[config.mk]
export PLATFORM = sky130hd
export DESIGN_NAME = nic_wrapper
export DESIGN_NICKNAME = d
export VERILOG_FILES = /design/src/hw/nic_reg_pkg.sv /design/src/hw/nic_bus_pkg.sv /design/src/hw/axil_skid.sv /design/src/hw/host_target.sv /design/src/hw/nic_regs.sv /design/src/hw/nic_wrapper.sv
export SDC_FILE = /design/constraint.sdc
export NUM_CORES = 1
export LEC_CHECK = 0
export BUFFER_PORTS_ARGS = -buffer_cell sky130_fd_sc_hd__clkbuf_2
export CORE_AREA = 2 2 179 181
export DETAILED_ROUTE_END_ITERATION = 12
export DIE_AREA = 0 0 181 183
export HOLD_SLACK_MARGIN = 0.1
export PLACE_DENSITY_LB_ADDON = 0.12
export SLEW_MARGIN = 20
export SYNTH_ARGS = -nofsm -noshare
export SYNTH_HDL_FRONTEND = slang
export SYNTH_SLANG_ARGS = --single-unit
[constraint.sdc]
create_clock -name CLK -period 8.6 [get_ports CLK]
set_input_delay 0.43 -clock CLK [delete_from_list [all_inputs] [get_ports CLK]]
set_output_delay 0.43 -clock CLK [all_outputs]
set_load 0.02 [all_outputs]
[src/hw/nic_reg_pkg.sv]
package nic_reg_pkg;

	// PCI bus command codes
	typedef enum logic [3:0] {
		CMD_IO_READ   = 4'b0010,
		CMD_IO_WRITE  = 4'b0011,
		CMD_MEM_READ  = 4'b0110,
		CMD_MEM_WRITE = 4'b0111,
		CMD_CFG_READ  = 4'b1010,
		CMD_CFG_WRITE = 4'b1011
	} host_cmd_e;

	// Register offsets
	localparam logic [7:0] REG_CTRL    = 8'h00;
	localparam logic [7:0] REG_STATUS  = 8'h08;
	localparam logic [7:0] REG_SCRATCH = 8'h10;
	localparam logic [7:0] REG_ICR     = 8'hC0;
	localparam logic [7:0] REG_ICS     = 8'hC8;
	localparam logic [7:0] REG_IMS     = 8'hD0;
	localparam logic [7:0] REG_IMC     = 8'hD8;

	// Software reset in CTRL, self clearing
	localparam int CTRL_RST_BIT = 26;

	localparam int STATUS_LU_BIT = 1;

	// Interrupt cause bits in ICR/ICS/IMS/IMC
	localparam int CAUSE_W = 16;

	localparam logic [31:0]        CTRL_RESET    = 32'h0000_0000;
	localparam logic [31:0]        SCRATCH_RESET = 32'h0000_0000;
	localparam logic [CAUSE_W-1:0] ICR_RESET     = '0;
	localparam logic [CAUSE_W-1:0] IMS_RESET     = '0;

endpackage

[src/hw/nic_bus_pkg.sv]
package nic_bus_pkg;

	import nic_reg_pkg::host_cmd_e;

	// Register window offset width
	localparam int REG_AW = 8;

	localparam int AXIL_DW = 32;
	localparam int AXIL_SW = AXIL_DW / 8;

	typedef enum logic [1:0] {
		RESP_OKAY   = 2'b00,
		RESP_SLVERR = 2'b10
	} axil_resp_e;

	typedef struct packed {
		logic [REG_AW-1:0] addr;
	} axil_aw_t;

	typedef struct packed {
		logic [AXIL_DW-1:0] data;
		logic [AXIL_SW-1:0] strb;
	} axil_w_t;

	typedef struct packed {
		axil_resp_e resp;
	} axil_b_t;

	typedef struct packed {
		logic [REG_AW-1:0] addr;
	} axil_ar_t;

	typedef struct packed {
		logic [AXIL_DW-1:0] data;
		axil_resp_e         resp;
	} axil_r_t;

	// Skid stage channel count and widest payload (W)
	localparam int AXIL_CH = 5;
	localparam int AXIL_PW = $bits(axil_w_t);

	typedef struct packed {
		logic        valid;
		logic        base_hit;
		host_cmd_e   cmd;
		logic [31:0] addr;
		logic [31:0] data;
		logic [3:0]  be;
	} host_req_t;

	typedef struct packed {
		logic        done;
		logic        abort;
		logic        error;
		logic [31:0] rdata;
	} host_cpl_t;

endpackage

[src/hw/axil_skid.sv]
`timescale 1ns/1ns

module axil_skid import nic_bus_pkg::*; (
	input  logic     CLK,
	input  logic     RST,
	input  axil_aw_t s_aw_i,
	input  logic     s_awvalid_i,
	output logic     s_awready_o,
	input  axil_w_t  s_w_i,
	input  logic     s_wvalid_i,
	output logic     s_wready_o,
	input  axil_ar_t s_ar_i,
	input  logic     s_arvalid_i,
	output logic     s_arready_o,
	output axil_b_t  s_b_o,
	output logic     s_bvalid_o,
	input  logic     s_bready_i,
	output axil_r_t  s_r_o,
	output logic     s_rvalid_o,
	input  logic     s_rready_i,
	output axil_aw_t m_aw_o,
	output logic     m_awvalid_o,
	input  logic     m_awready_i,
	output axil_w_t  m_w_o,
	output logic     m_wvalid_o,
	input  logic     m_wready_i,
	output axil_ar_t m_ar_o,
	output logic     m_arvalid_o,
	input  logic     m_arready_i,
	input  axil_b_t  m_b_i,
	input  logic     m_bvalid_i,
	output logic     m_bready_o,
	input  axil_r_t  m_r_i,
	input  logic     m_rvalid_i,
	output logic     m_rready_o
);

	logic [AXIL_CH-1:0][AXIL_PW-1:0] in_data;
	logic [AXIL_CH-1:0][AXIL_PW-1:0] out_data;
	logic [AXIL_CH-1:0]              in_valid;
	logic [AXIL_CH-1:0]              in_ready;
	logic [AXIL_CH-1:0]              out_valid;
	logic [AXIL_CH-1:0]              out_ready;

	// Channel order: AW, W, AR downstream, then B, R upstream
	assign in_data = {AXIL_PW'(m_r_i), AXIL_PW'(m_b_i), AXIL_PW'(s_ar_i),
		AXIL_PW'(s_w_i), AXIL_PW'(s_aw_i)};
	assign in_valid = {m_rvalid_i, m_bvalid_i, s_arvalid_i, s_wvalid_i, s_awvalid_i};
	assign out_ready = {s_rready_i, s_bready_i, m_arready_i, m_wready_i, m_awready_i};

	assign {m_rready_o, m_bready_o, s_arready_o, s_wready_o, s_awready_o} = in_ready;
	assign {s_rvalid_o, s_bvalid_o, m_arvalid_o, m_wvalid_o, m_awvalid_o} = out_valid;

	assign m_aw_o = out_data[0][$bits(axil_aw_t)-1:0];
	assign m_w_o = out_data[1][$bits(axil_w_t)-1:0];
	assign m_ar_o = out_data[2][$bits(axil_ar_t)-1:0];
	assign s_b_o = out_data[3][$bits(axil_b_t)-1:0];
	assign s_r_o = out_data[4][$bits(axil_r_t)-1:0];

	for (genvar c = 0; c < AXIL_CH; c++) begin : g_ch
		logic               main_vld;
		logic               skid_vld;
		logic [AXIL_PW-1:0] main_q;
		logic [AXIL_PW-1:0] skid_q;
		logic               push;
		logic               pop;

		// Ready only drops once the second entry is occupied
		assign in_ready[c] = !skid_vld;
		assign push = in_valid[c] && !skid_vld;
		assign pop = main_vld && out_ready[c];
		assign out_valid[c] = main_vld;
		assign out_data[c] = main_q;

		always_ff @(posedge CLK or posedge RST) begin
			if (RST) begin
				main_vld <= 1'b0;
				skid_vld <= 1'b0;
			end else if (skid_vld) begin
				if (pop)
					skid_vld <= 1'b0;
			end else if (push && main_vld && !pop) begin
				skid_vld <= 1'b1;
			end else begin
				main_vld <= push || (main_vld && !pop);
			end
		end

		always_ff @(posedge CLK) begin
			if (skid_vld) begin
				if (pop)
					main_q <= skid_q;
			end else if (push) begin
				if (main_vld && !pop)
					skid_q <= in_data[c];
				else
					main_q <= in_data[c];
			end
		end
	end

endmodule

[src/hw/host_target.sv]
`timescale 1ns/1ns

module host_target import nic_bus_pkg::*, nic_reg_pkg::*; (
	input  logic      CLK,
	input  logic      RST,
	input  host_req_t hst_req_i,
	output host_cpl_t hst_cpl_o,
	output axil_aw_t  aw_o,
	output logic      awvalid_o,
	input  logic      awready_i,
	output axil_w_t   w_o,
	output logic      wvalid_o,
	input  logic      wready_i,
	input  axil_b_t   b_i,
	input  logic      bvalid_i,
	output logic      bready_o,
	output axil_ar_t  ar_o,
	output logic      arvalid_o,
	input  logic      arready_i,
	input  axil_r_t   r_i,
	input  logic      rvalid_i,
	output logic      rready_o
);

	typedef enum logic [2:0] {
		IDLE,
		ISSUE,
		WAIT_RESP,
		DONE,
		ABORT
	} state_e;

	state_e state_q;
	logic   is_wr_q;
	logic   supported;
	logic   req_wr;
	logic   issue_done;

	// Classify by command and base hit
	always_comb begin
		supported = 1'b0;
		req_wr = 1'b0;
		case (hst_req_i.cmd)
			CMD_IO_READ, CMD_MEM_READ: supported = hst_req_i.base_hit;
			CMD_IO_WRITE, CMD_MEM_WRITE: begin
				supported = hst_req_i.base_hit;
				req_wr = 1'b1;
			end
			default: ;
		endcase
	end

	assign issue_done = (!awvalid_o || awready_i) && (!wvalid_o || wready_i) &&
		(!arvalid_o || arready_i);

	assign bready_o = (state_q == WAIT_RESP) && is_wr_q;
	assign rready_o = (state_q == WAIT_RESP) && !is_wr_q;

	always_ff @(posedge CLK or posedge RST) begin
		if (RST) begin
			state_q <= IDLE;
			is_wr_q <= 1'b0;
			awvalid_o <= 1'b0;
			wvalid_o <= 1'b0;
			arvalid_o <= 1'b0;
			hst_cpl_o <= '0;
		end else begin
			hst_cpl_o.done <= 1'b0;
			case (state_q)
				IDLE: begin
					if (hst_req_i.valid) begin
						if (!supported) begin
							state_q <= ABORT;
						end else begin
							is_wr_q <= req_wr;
							awvalid_o <= req_wr;
							wvalid_o <= req_wr;
							arvalid_o <= !req_wr;
							state_q <= ISSUE;
						end
					end
				end
				ISSUE: begin
					// AW and W may be accepted on different edges
					if (awready_i)
						awvalid_o <= 1'b0;
					if (wready_i)
						wvalid_o <= 1'b0;
					if (arready_i)
						arvalid_o <= 1'b0;
					if (issue_done)
						state_q <= WAIT_RESP;
				end
				WAIT_RESP: begin
					if (is_wr_q && bvalid_i) begin
						hst_cpl_o <= '{done: 1'b1, abort: 1'b0,
							error: (b_i.resp != RESP_OKAY), rdata: 32'h0};
						state_q <= DONE;
					end else if (!is_wr_q && rvalid_i) begin
						hst_cpl_o <= '{done: 1'b1, abort: 1'b0,
							error: (r_i.resp != RESP_OKAY), rdata: r_i.data};
						state_q <= DONE;
					end
				end
				ABORT: begin
					hst_cpl_o <= '{done: 1'b1, abort: 1'b1, error: 1'b0, rdata: 32'h0};
					state_q <= DONE;
				end
				DONE: begin
					// Wait for the host to drop its request
					if (!hst_req_i.valid)
						state_q <= IDLE;
				end
				default: state_q <= IDLE;
			endcase
		end
	end

	// Payload held stable for the whole transaction
	always_ff @(posedge CLK) begin
		if (state_q == IDLE && hst_req_i.valid) begin
			aw_o.addr <= hst_req_i.addr[REG_AW-1:0];
			ar_o.addr <= hst_req_i.addr[REG_AW-1:0];
			w_o.data <= hst_req_i.data;
			w_o.strb <= hst_req_i.be;
		end
	end

endmodule

[src/hw/nic_regs.sv]
`timescale 1ns/1ns

module nic_regs import nic_bus_pkg::*, nic_reg_pkg::*; (
	input  logic               CLK,
	input  logic               RST,
	input  axil_aw_t           aw_i,
	input  logic               awvalid_i,
	output logic               awready_o,
	input  axil_w_t            w_i,
	input  logic               wvalid_i,
	output logic               wready_o,
	output axil_b_t            b_o,
	output logic               bvalid_o,
	input  logic               bready_i,
	input  axil_ar_t           ar_i,
	input  logic               arvalid_i,
	output logic               arready_o,
	output axil_r_t            r_o,
	output logic               rvalid_o,
	input  logic               rready_i,
	input  logic               link_up_i,
	input  logic [CAUSE_W-1:0] cause_evt_i,
	output logic               int_n_o
);

	logic [31:0]        ctrl_q;
	logic [31:0]        scratch_q;
	logic [CAUSE_W-1:0] icr_q;
	logic [CAUSE_W-1:0] ims_q;
	logic               sw_rst_q;
	logic               wr_en;
	logic               rd_en;
	logic [31:0]        wmask;
	logic [31:0]        wdata_m;
	logic [31:0]        ctrl_wr;
	logic [31:0]        status_rd;
	logic [31:0]        rdata;
	logic [CAUSE_W-1:0] icr_d;
	logic [CAUSE_W-1:0] ims_d;
	axil_resp_e         wresp;

	// AW and W taken together, never while a B is outstanding
	assign wr_en = awvalid_i && wvalid_i && !bvalid_o;
	assign awready_o = wvalid_i && !bvalid_o;
	assign wready_o = awvalid_i && !bvalid_o;
	assign rd_en = arvalid_i && !rvalid_o;
	assign arready_o = !rvalid_o;

	always_comb begin
		for (int i = 0; i < AXIL_SW; i++)
			wmask[8*i +: 8] = {8{w_i.strb[i]}};
	end

	assign wdata_m = w_i.data & wmask;
	assign ctrl_wr = (ctrl_q & ~wmask) | wdata_m;

	always_comb begin
		status_rd = '0;
		status_rd[STATUS_LU_BIT] = link_up_i;
	end

	// Read-only registers
	assign wresp = (aw_i.addr == REG_STATUS || aw_i.addr == REG_ICR) ?
		RESP_SLVERR : RESP_OKAY;

	always_comb begin
		case (ar_i.addr)
			REG_CTRL:    rdata = ctrl_q;
			REG_STATUS:  rdata = status_rd;
			REG_SCRATCH: rdata = scratch_q;
			REG_ICR:     rdata = 32'(icr_q);
			REG_IMS:     rdata = 32'(ims_q);
			default:     rdata = '0;
		endcase
	end

	always_comb begin
		icr_d = icr_q;
		ims_d = ims_q;
		if (sw_rst_q) begin
			icr_d = ICR_RESET;
			ims_d = IMS_RESET;
		end else begin
			if (rd_en && ar_i.addr == REG_ICR)
				icr_d = '0;
			if (wr_en) begin
				case (aw_i.addr)
					REG_ICS: icr_d = icr_d | wdata_m[CAUSE_W-1:0];
					REG_IMS: ims_d = ims_q | wdata_m[CAUSE_W-1:0];
					REG_IMC: ims_d = ims_q & ~wdata_m[CAUSE_W-1:0];
					default: ;
				endcase
			end
		end
		// New events are never lost to a clear
		icr_d = icr_d | cause_evt_i;
	end

	always_ff @(posedge CLK or posedge RST) begin
		if (RST) begin
			ctrl_q <= CTRL_RESET;
			scratch_q <= SCRATCH_RESET;
			icr_q <= ICR_RESET;
			ims_q <= IMS_RESET;
			sw_rst_q <= 1'b0;
			int_n_o <= 1'b1;
		end else begin
			icr_q <= icr_d;
			ims_q <= ims_d;
			int_n_o <= !(|(icr_q & ims_q));
			sw_rst_q <= 1'b0;
			if (sw_rst_q) begin
				ctrl_q <= CTRL_RESET;
				scratch_q <= SCRATCH_RESET;
			end else if (wr_en) begin
				case (aw_i.addr)
					REG_CTRL: begin
						ctrl_q <= ctrl_wr & ~(32'd1 << CTRL_RST_BIT);
						sw_rst_q <= ctrl_wr[CTRL_RST_BIT];
					end
					REG_SCRATCH: scratch_q <= (scratch_q & ~wmask) | wdata_m;
					default: ;
				endcase
			end
		end
	end

	always_ff @(posedge CLK or posedge RST) begin
		if (RST) begin
			bvalid_o <= 1'b0;
			rvalid_o <= 1'b0;
		end else begin
			if (wr_en)
				bvalid_o <= 1'b1;
			else if (bready_i)
				bvalid_o <= 1'b0;
			if (rd_en)
				rvalid_o <= 1'b1;
			else if (rready_i)
				rvalid_o <= 1'b0;
		end
	end

	always_ff @(posedge CLK) begin
		if (wr_en)
			b_o.resp <= wresp;
		if (rd_en) begin
			r_o.data <= rdata;
			r_o.resp <= RESP_OKAY;
		end
	end

endmodule

[src/hw/nic_wrapper.sv]
`timescale 1ns/1ns

module nic_wrapper import nic_bus_pkg::*, nic_reg_pkg::*; (
	input  logic               CLK,
	input  logic               RST,
	input  host_req_t          hst_req_i,
	output host_cpl_t          hst_cpl_o,
	input  logic               link_up_i,
	input  logic [CAUSE_W-1:0] cause_evt_i,
	output logic               int_n_o
);

	// Target side of the skid stage
	axil_aw_t t_aw;
	axil_w_t  t_w;
	axil_b_t  t_b;
	axil_ar_t t_ar;
	axil_r_t  t_r;
	logic     t_awvalid, t_awready, t_wvalid, t_wready, t_bvalid, t_bready;
	logic     t_arvalid, t_arready, t_rvalid, t_rready;

	// Register block side
	axil_aw_t r_aw;
	axil_w_t  r_w;
	axil_b_t  r_b;
	axil_ar_t r_ar;
	axil_r_t  r_r;
	logic     r_awvalid, r_awready, r_wvalid, r_wready, r_bvalid, r_bready;
	logic     r_arvalid, r_arready, r_rvalid, r_rready;

	host_target u_target (
		.CLK(CLK), .RST(RST),
		.hst_req_i(hst_req_i), .hst_cpl_o(hst_cpl_o),
		.aw_o(t_aw), .awvalid_o(t_awvalid), .awready_i(t_awready),
		.w_o(t_w), .wvalid_o(t_wvalid), .wready_i(t_wready),
		.b_i(t_b), .bvalid_i(t_bvalid), .bready_o(t_bready),
		.ar_o(t_ar), .arvalid_o(t_arvalid), .arready_i(t_arready),
		.r_i(t_r), .rvalid_i(t_rvalid), .rready_o(t_rready)
	);

	axil_skid u_skid (
		.CLK(CLK), .RST(RST),
		.s_aw_i(t_aw), .s_awvalid_i(t_awvalid), .s_awready_o(t_awready),
		.s_w_i(t_w), .s_wvalid_i(t_wvalid), .s_wready_o(t_wready),
		.s_ar_i(t_ar), .s_arvalid_i(t_arvalid), .s_arready_o(t_arready),
		.s_b_o(t_b), .s_bvalid_o(t_bvalid), .s_bready_i(t_bready),
		.s_r_o(t_r), .s_rvalid_o(t_rvalid), .s_rready_i(t_rready),
		.m_aw_o(r_aw), .m_awvalid_o(r_awvalid), .m_awready_i(r_awready),
		.m_w_o(r_w), .m_wvalid_o(r_wvalid), .m_wready_i(r_wready),
		.m_ar_o(r_ar), .m_arvalid_o(r_arvalid), .m_arready_i(r_arready),
		.m_b_i(r_b), .m_bvalid_i(r_bvalid), .m_bready_o(r_bready),
		.m_r_i(r_r), .m_rvalid_i(r_rvalid), .m_rready_o(r_rready)
	);

	nic_regs u_regs (
		.CLK(CLK), .RST(RST),
		.aw_i(r_aw), .awvalid_i(r_awvalid), .awready_o(r_awready),
		.w_i(r_w), .wvalid_i(r_wvalid), .wready_o(r_wready),
		.b_o(r_b), .bvalid_o(r_bvalid), .bready_i(r_bready),
		.ar_i(r_ar), .arvalid_i(r_arvalid), .arready_o(r_arready),
		.r_o(r_r), .rvalid_o(r_rvalid), .rready_i(r_rready),
		.link_up_i(link_up_i), .cause_evt_i(cause_evt_i), .int_n_o(int_n_o)
	);

endmodule

==> metrics.md, run 1 <==
| Metric | Value |
|---|---|
| Inserted Clock Buffers | 42 |
| DP HPWL | 18300 um |
| Register-to-Register Path Depth | 4 |
| Critical path buffers and inverters | 0 |
| Vias per inst | 5.51 |
| Skew final | 0.0178 ns |
| Chip width | 181 um |
| Clock Pin Slew Worst Setup and Hold Paths | 0.06 ns |
| Largest family of logic cells by synthesized area | multiplexers |
| First-pass GRT wire length | 47200 um |
| Worst path arrival time | 3.42 ns |
| # DRC | 0 |
| Max Slew Vio Count | 0 |
| Asr flop ratio synth | 37.9% |
| Die area | 33100 um^2 |
| Crit-path max cell delay | 0.91 ns |
| Core box area | 31200 um^2 |
| Tcrit/Tclk final | 35.3% |
| Initial core utilization | 49.6% |
| Synth cell types | 51 |
| Synth Net Count | 1053 |
| Ys Warns | 0 |
| Commonest non-fill, non-tap cell in the layout | edfxtp_1 |
| Tot GR Track Use | 17.9% |
| Max IR drop VDD | 180 uV |
| Deepest clock path buffer count | 3 |
| Crit-path max FO | 16 |
| Mean area per synthesized cell | 16.1 um^2 |
| R2r setup slk | 5.56 ns |
| Initial antenna violation count | 0 |
| Max-Cap Viols | 0 |
| CP max-delay cell | nor3_2 |
| Hold Vio Cnt, Final | 0 |
| Mux cell area share after synthesis | 10.6% |
| Setup crit start | u_skid.g_ch[2].main_q[1] |
| Sw Ratio | 27.4% |
| GR Overflow Total | 0 |
| Reg power frac | 50.3% |
| Worst path cell trace | or4_1, or3_1, nor3_2, a22o_1 |
| Slew of the pin with the lowest slew margin | 1.07 ns |
| Synth Instances | 960 |
| Dpl cells | 1421 |
| Sw power | 1.50 mW |
| Final setup TNS | 0 ns |
| Fillers | 2454 |
| Hold slack | 0.0829 ns |
| Syn-to-layout area delta | 18.0% |
| # rows | 65 |
| Final Setup Violations | 0 |
| Post-synthesis simple-gate area fraction | 5.68% |
| Top_reg_cell synth | edfxtp_1 |
| N_diodes | 0 |
| Net count, final | 1206 |
| Fmax | 0.329 GHz |
| Post-synth EDFFs | 247 |
| Outcome | finished clean |
| Detailed Route WL | 28900 um |
| H-tree levels | 2 |
| DR WL/cell | 18.7 um |
| Total clock sinks | 398 |
| Comb pwr share | 17.0% |
| Fin crit period | 3.04 ns |
| IO Port Bufs | 103 |
| Post-Syn Area | 15500 um^2 |
| Nature of the critical path endpoint | flip-flop |
| Num ports | 129 |
| CTS tree | yes |
| Total Power | 5.46 mW |
| Most frequent cells in the layout | 247 x edfxtp_1, 149 x dfrtp_1, 103 x clkbuf_2 |
| Fraction of the mapped netlist area in adder cells | 0% |
| Routed vias | 8525 |
| Post-synthesis sequential area ratio | 72.3% |
| Die height | 183 um |
| Crit-path leading delay family | simple AND/OR/NAND/NOR gates |
| CTS root buf | clkbuf_16 |
| Worst-skew pair later-pin latency | 0.54 ns |
| Startpoint types | flip-flop |
| Slew HR | 28.4% |
| Reg-to-Reg End | u_regs.r_o[30] |
| Final Non-Filler Cells | 1548 |
| Clk pwr share | 32.7% |
| Ratio of cells with drive above 1 in the final layout | 25.1% |
| Layout Utilization | 58.5% |
| Hold crit path type | in2async |
| CP required | 8.98 ns |
| Post-Synth XOR/XNOR Area | 0% |
| 1st-pass router iterations | 5 |
| RSZ-0062 raised after global routing | false |
| Yosys reg bits | 398 |
| Internal | 3.96 mW |
| Vias in the first global route | 8514 |
| Leak | 7.10 nW |
| Starting DRT DRC Count | 721 |
| Reg2reg start | u_skid.g_ch[2].main_q[1] |
| CP endpoint | u_regs.r_o[30] |
| Cell Pwr Density | 299 nW/um^2 |
| Complex-gate fraction of the synthesized area | 9.56% |
| Levels on crit path | 4 |
| GP Congestion | 0.805 |
| Largest net degree at the start of global routing | 95 |
| Post-route ant nets | 0 |
| WS Path Type | reg2reg |
==> cells in the mapped netlist, types with 3 or more instances <==
library cell  count  area [um^2]
edfxtp_1        247         7420
dfrtp_1         150         3750
mux2_2           85          957
nor2_1           75          282
mux2i_1          68          681
a22o_1           53          464
clkbuf_1         41          154
a22oi_1          36          270
a31oi_1          18          113
a221o_1          16          160
a311oi_1         16          140
nand2_1          16         60.1
o22ai_1          16          100
o21ai_0          12         60.1
inv_1            11         41.3
buf_2             8         40.0
nor4_4            8          170
a21oi_1           7         35.0
and2_1            6         37.5
nand2b_1          5         31.3
nor3_1            5         25.0
and3_1            4         25.0
buf_1             4         15.0
nand3b_1          4         30.0
nor3b_1           4         30.0
a21o_1            3         22.5
and3b_1           3         26.3
nand3_1           3         15.0
nor2b_1           3         18.8
or4b_2            3         30.0
==> power groups by stage <==
stage	logic, mW	clock network [mW]	registers (mW)
2_1_floorplan	0.658	0	2.74
3_3_place_gp	0.908	0	2.77
3_5_place_dp	0.919	0	2.79
4_1_cts	0.943	1.83	2.75
5_1_grt	1.02	1.90	2.79
6_report	0.929	1.78	2.75
==> stage by stage <==
| stage | worst slack, ns | area (um^2) |
|---|---|---|
| floorplan | 4.11 | 15500 |
| global placement | 5.25 | 16400 |
| detailed placement | 5.25 | 16400 |
| CTS | 5.24 | 18300 |
| global route | 5.29 | 18300 |
| finish | 5.56 | 18300 |
==> metal layers <==
metal,GRT usage (%),wire [um],vias up
met2,25.8,12400,211
met3,2.84,1310,51
met1,27.9,14500,4203
met5,0,0,-
met4,5.59,681,0
li1,-,-,4060
==> cell type report <==
| cell class | count | area [um^2] | area share [%] |
|---|---|---|---|
| clock buffers | 56 | 1210 | 6.61 |
| clock inverters | 21 | 173 | 0.945 |
| inverters | 12 | 50.0 | 0.274 |
| multi-input cells | 494 | 4030 | 22.1 |
| flip-flops and latches | 398 | 11200 | 61.3 |
| well taps | 402 | 503 | 2.75 |
| repair buffers | 165 | 1110 | 6.05 |
==> flip-flops by register name (all words and copies together), names as in the netlist, 3 cells and up <==
| name | flops |
|---|---|
| u_regs.ims_q | 16 |
| u_target.hst_cpl_o | 35 |
| u_target.aw_o | 8 |
| u_regs.ctrl_q | 31 |
| u_target.state_q | 3 |
| u_skid.g_ch.main_q | 49 |
| u_skid.m_w_o | 36 |
| u_regs.scratch_q | 32 |
| u_skid.g_ch.skid_vld | 5 |
| u_skid.g_ch.skid_q | 85 |
| u_regs.r_o | 32 |
| u_regs.icr_q | 16 |
| u_target.w_o | 36 |
==> logic make-up after synthesis <==
family | after synthesis
DFF | 398
AOI/OAI and AO/OA | 190
muxes | 153
and+or+nand+nor | 151
buffers and inverters | 68
==> repair_timing <==
| item | 4_1_cts | 5_1_grt |
|---|---|---|
| endpoints found under the setup margin | 0 | 0 |
| endpoints found under the hold margin | 50 | 0 |
| setup buffers | 0 | 0 |
| resized for setup | 0 | 0 |
| hold buffers | 50 | 0 |
==> worst min-delay path by stage <==
| stage | start | endpoint | slack (ns) | cells past startpoint |
|---|---|---|---|---|
| final | RST | u_target.hst_cpl_o[10] | 0.08 | 2 |
| after global routing | cause_evt_i[3] | u_regs.icr_q[3] | 0.11 | 2 |
| after CTS | RST | u_target.hst_cpl_o[10] | 0.11 | 2 |
| after detailed placement | u_regs.r_o[22] | u_skid.g_ch[4].skid_q[22] | 0.43 | 0 |
| after global placement | u_target.w_o[22] | u_skid.g_ch[1].skid_q[22] | 0.43 | 0 |
| after floorplan | u_target.w_o[0] | u_skid.g_ch[1].skid_q[0] | 0.42 | 0 |
(Power assumes the default switching activity.)
==> run 2, diff against run 1 <==
==> constraint.sdc (replaced) <==
create_clock -name CLK -period 3 [get_ports CLK]
set_input_delay 0.15 -clock CLK [delete_from_list [all_inputs] [get_ports CLK]]
set_output_delay 0.15 -clock CLK [all_outputs]
set_load 0.02 [all_outputs]
==> run 2 against run 1 <==
Cell area is 1.6% higher. Count of clock-buffer cells in the layout is 3 lower. Fmax is 26% higher. Flip-flop and latch count stayed put. Non-clock buffer count is 36 higher. First-iteration DRC count is 11% lower. Largest power group unchanged.
==> metrics.md, run 2 (same netlist as run 1, synthesis figures left out) <==
| Metric | Value |
|---|---|
| Skew final | 0.0185 ns (+0.000683 ns) |
| Hold path depth | 3 |
| Max-Cap Viols | 0 (unchanged) |
| Reg power frac | 50.0% (-0.3 points) |
| CP required | 3.38 ns (-5.60 ns) |
| Critical path buffers and inverters | 0 (unchanged) |
| Internal | 11.5 mW (+190%) |
| 1st-pass router iterations | 5 (unchanged) |
| Max IR drop VDD | 662 uV (+270%) |
| Vias per inst | 5.46 (-0.82%) |
| Sequential cell area | 11200 um^2 (unchanged) |
| Post-Layout Inst Area | 18600 um^2 (+1.6%) |
| Fillers | 2393 (-2.5%) |
| # rows | 65 (unchanged) |
| Core box area | 31200 um^2 (unchanged) |
| Largest net degree at the start of global routing | 62 (-35%) |
| Max Slew Vio Count | 0 (unchanged) |
| Total Power | 15.7 mW (+190%) |
| Inserted Clock Buffers | 41 (-2.4%) |
| Outcome | finished clean |
| Multi-input logic area | 4020 um^2 (-0.31%) |
| CP max-delay cell | or4b_2 |
| Net count, final | 1241 (+2.9%) |
| Slew HR | 42.9% (+14 points) |
| Leak | 7.27 nW (+2.3%) |
| Initial antenna violation count | 0 (unchanged) |
| Sw Ratio | 27.0% (-0.38 points) |
| CTS tree | yes |
| Routed vias | 8630 (+1.2%) |
| Clk pwr share | 32.7% (about the same) |
| Post-cts resize count | 0 (unchanged) |
| Num ports | 129 (unchanged) |
| Total clock sinks | 398 (unchanged) |
| Startpoint types | flip-flop |
| CTS root buf | clkbuf_16 |
| H-tree levels | 2 (unchanged) |
| Top Registers | u_skid.g_ch.skid_q x85, u_skid.g_ch.main_q x49 |
| Detailed Route WL | 28900 um (about the same) |
| Sw power | 4.25 mW (+180%) |
| First-pass GRT wire length | 46700 um (-1.1%) |
| Clock Pin Slew Worst Setup and Hold Paths | 0.06 ns (about the same) |
| Final setup TNS | 0 ns (unchanged) |
| RSZ-0062 raised after global routing | false |
| IO Port Bufs | 103 (unchanged) |
| Tot GR Track Use | 17.7% (-0.15 points) |
| Crit-path max cell delay | 0.74 ns (-0.17 ns) |
| Hold Vio Cnt, Final | 0 (unchanged) |
| Die area | 33100 um^2 (unchanged) |
| Worst path arrival time | 2.79 ns (-0.63 ns) |
| Most frequent cells in the layout | 247 x edfxtp_1, 149 x dfrtp_1, 103 x clkbuf_2 |
| Starting DRT DRC Count | 643 (-11%) |
| Worst path cell trace | or4b_2, or4_1, mux2i_1, nor2_1 |
| Syn-to-layout area delta | 19.9% |
| Largest Register | u_skid.g_ch.skid_q |
| Final Setup Violations | 0 (unchanged) |
| Post-route ant nets | 0 (unchanged) |
| Fin crit period | 2.41 ns (-0.630 ns) |
| Hold slack | 0.148 ns (+0.0654 ns) |
| Levels on crit path | 4 (unchanged) |
| Placed cell area | 16500 um^2 (+0.99%) |
| Largest register FFs | 85 (unchanged) |
| Crit-path max FO | 8 (-8) |
| Post CTS Setup Buffer Count | 0 (unchanged) |
| Dpl cells | 1442 (+1.5%) |
| Final Non-Filler Cells | 1580 (+2.1%) |
| WS Path Type | reg2reg |
| Initial core utilization | 49.6% (unchanged) |
| Commonest non-fill, non-tap cell in the layout | edfxtp_1 |
| Ratio of cells with drive above 1 in the final layout | 26.1% (+1.0 points) |
| DR WL/cell | 18.3 um (-2.0%) |
| Comb pwr share | 17.3% (+0.3 points) |
| GP Congestion | 0.832 (+3.4%) |
| Fmax | 0.415 GHz (+26%) |
| Nature of the critical path endpoint | flip-flop |
| Chip width | 181 um (unchanged) |
| Slew of the pin with the lowest slew margin | 0.855 ns (-0.211 ns) |
| Hold crit path type | in2reg |
| Register-to-Register Path Depth | 4 (unchanged) |
| Cell Pwr Density | 847 nW/um^2 (+180%) |
| Tcrit/Tclk final | 80.3% (+45 points) |
| Die height | 183 um (unchanged) |
| # DRC | 0 (unchanged) |
| Vias in the first global route | 8447 (-0.79%) |
| DP HPWL | 18900 um (+3.3%) |
| Deepest clock path buffer count | 3 (unchanged) |
| Crit-path leading delay family | simple AND/OR/NAND/NOR gates |
| GR Overflow Total | 0 (unchanged) |
| Worst-skew pair later-pin latency | 0.53 ns (about the same) |
| N_diodes | 0 (unchanged) |
==> run 2: cell types whose count changed in the layout (fill, tap and decap cells not counted), sizes merged <==
cell,change
clkbuf,-3
dlygate4sd3,+15
inv,-1
bufinv,+3
clkinv,-3
buf,+21
==> run 2: cell type report <==
cell class	instances	area share, %
Clock buffer	53	6.04
Inverter	12	0.263
Timing Repair Buffer	201	7.68
Sequential cell	398	60.3
Clock inverter	20	1.33
Tap cell	402	2.71
Multi-Input combinational cell	494	21.6
==> run 2: tightest hold or removal path: cells and delay by family <==
kind / cells / cell delay, ns
buf+inv: 1 / 0.08
simple gates: 2 / 0.40
==> run 2: timing repair <==
item | 4_1_cts | 5_1_grt
hold buffers | 65 | 0
setup endpoints to repair | 0 | 0
hold endpoints to repair | 95 | 0
==> run 2: power groups by stage <==
stage / clock network (mW) / logic (mW) / registers (mW)
after floorplan: 0 / 1.90 / 7.84
after global placement: 0 / 2.65 / 7.94
after global routing: 5.49 / 3.00 / 7.99
final: 5.14 / 2.73 / 7.87
after detailed placement: 0 / 2.69 / 7.98
after CTS: 5.26 / 2.77 / 7.87
==> run 2: per-stage QoR <==
stage | utilization [%] | setup slack, ns
floorplan | - | 0.323
global placement | 53.0 | 0.630
detailed placement | 53.0 | 0.626
CTS | 59.4 | 0.605
global route | 59.4 | 0.484
finish | 59.4 | 0.592
==> run 2: final timing paths <==
check	startpoint	end	slack (ns)
hold reg to reg	u_regs.r_o[25]	u_skid.g_ch[4].skid_q[25]	0.45
min in group asynchronous	RST	u_regs.scratch_q[22]	0.34
setup / recovery	u_skid.g_ch[0].main_q[3]	u_regs.scratch_q[3]	0.59
setup reg to reg	u_skid.g_ch[0].main_q[3]	u_regs.scratch_q[3]	0.59
max in group asynchronous	RST	u_target.hst_cpl_o[7]	1.81
hold / removal	hst_req_i[72]	u_target.state_q[2]	0.15
==> run 2: layer usage <==
metal,vias to the layer above,GRT usage [%],wire [um]
li1,4121,-,-
met5,-,0,0
met2,216,26.4,12600
met1,4236,26.9,14100
met4,0,5.24,765
met3,57,3.06,1370
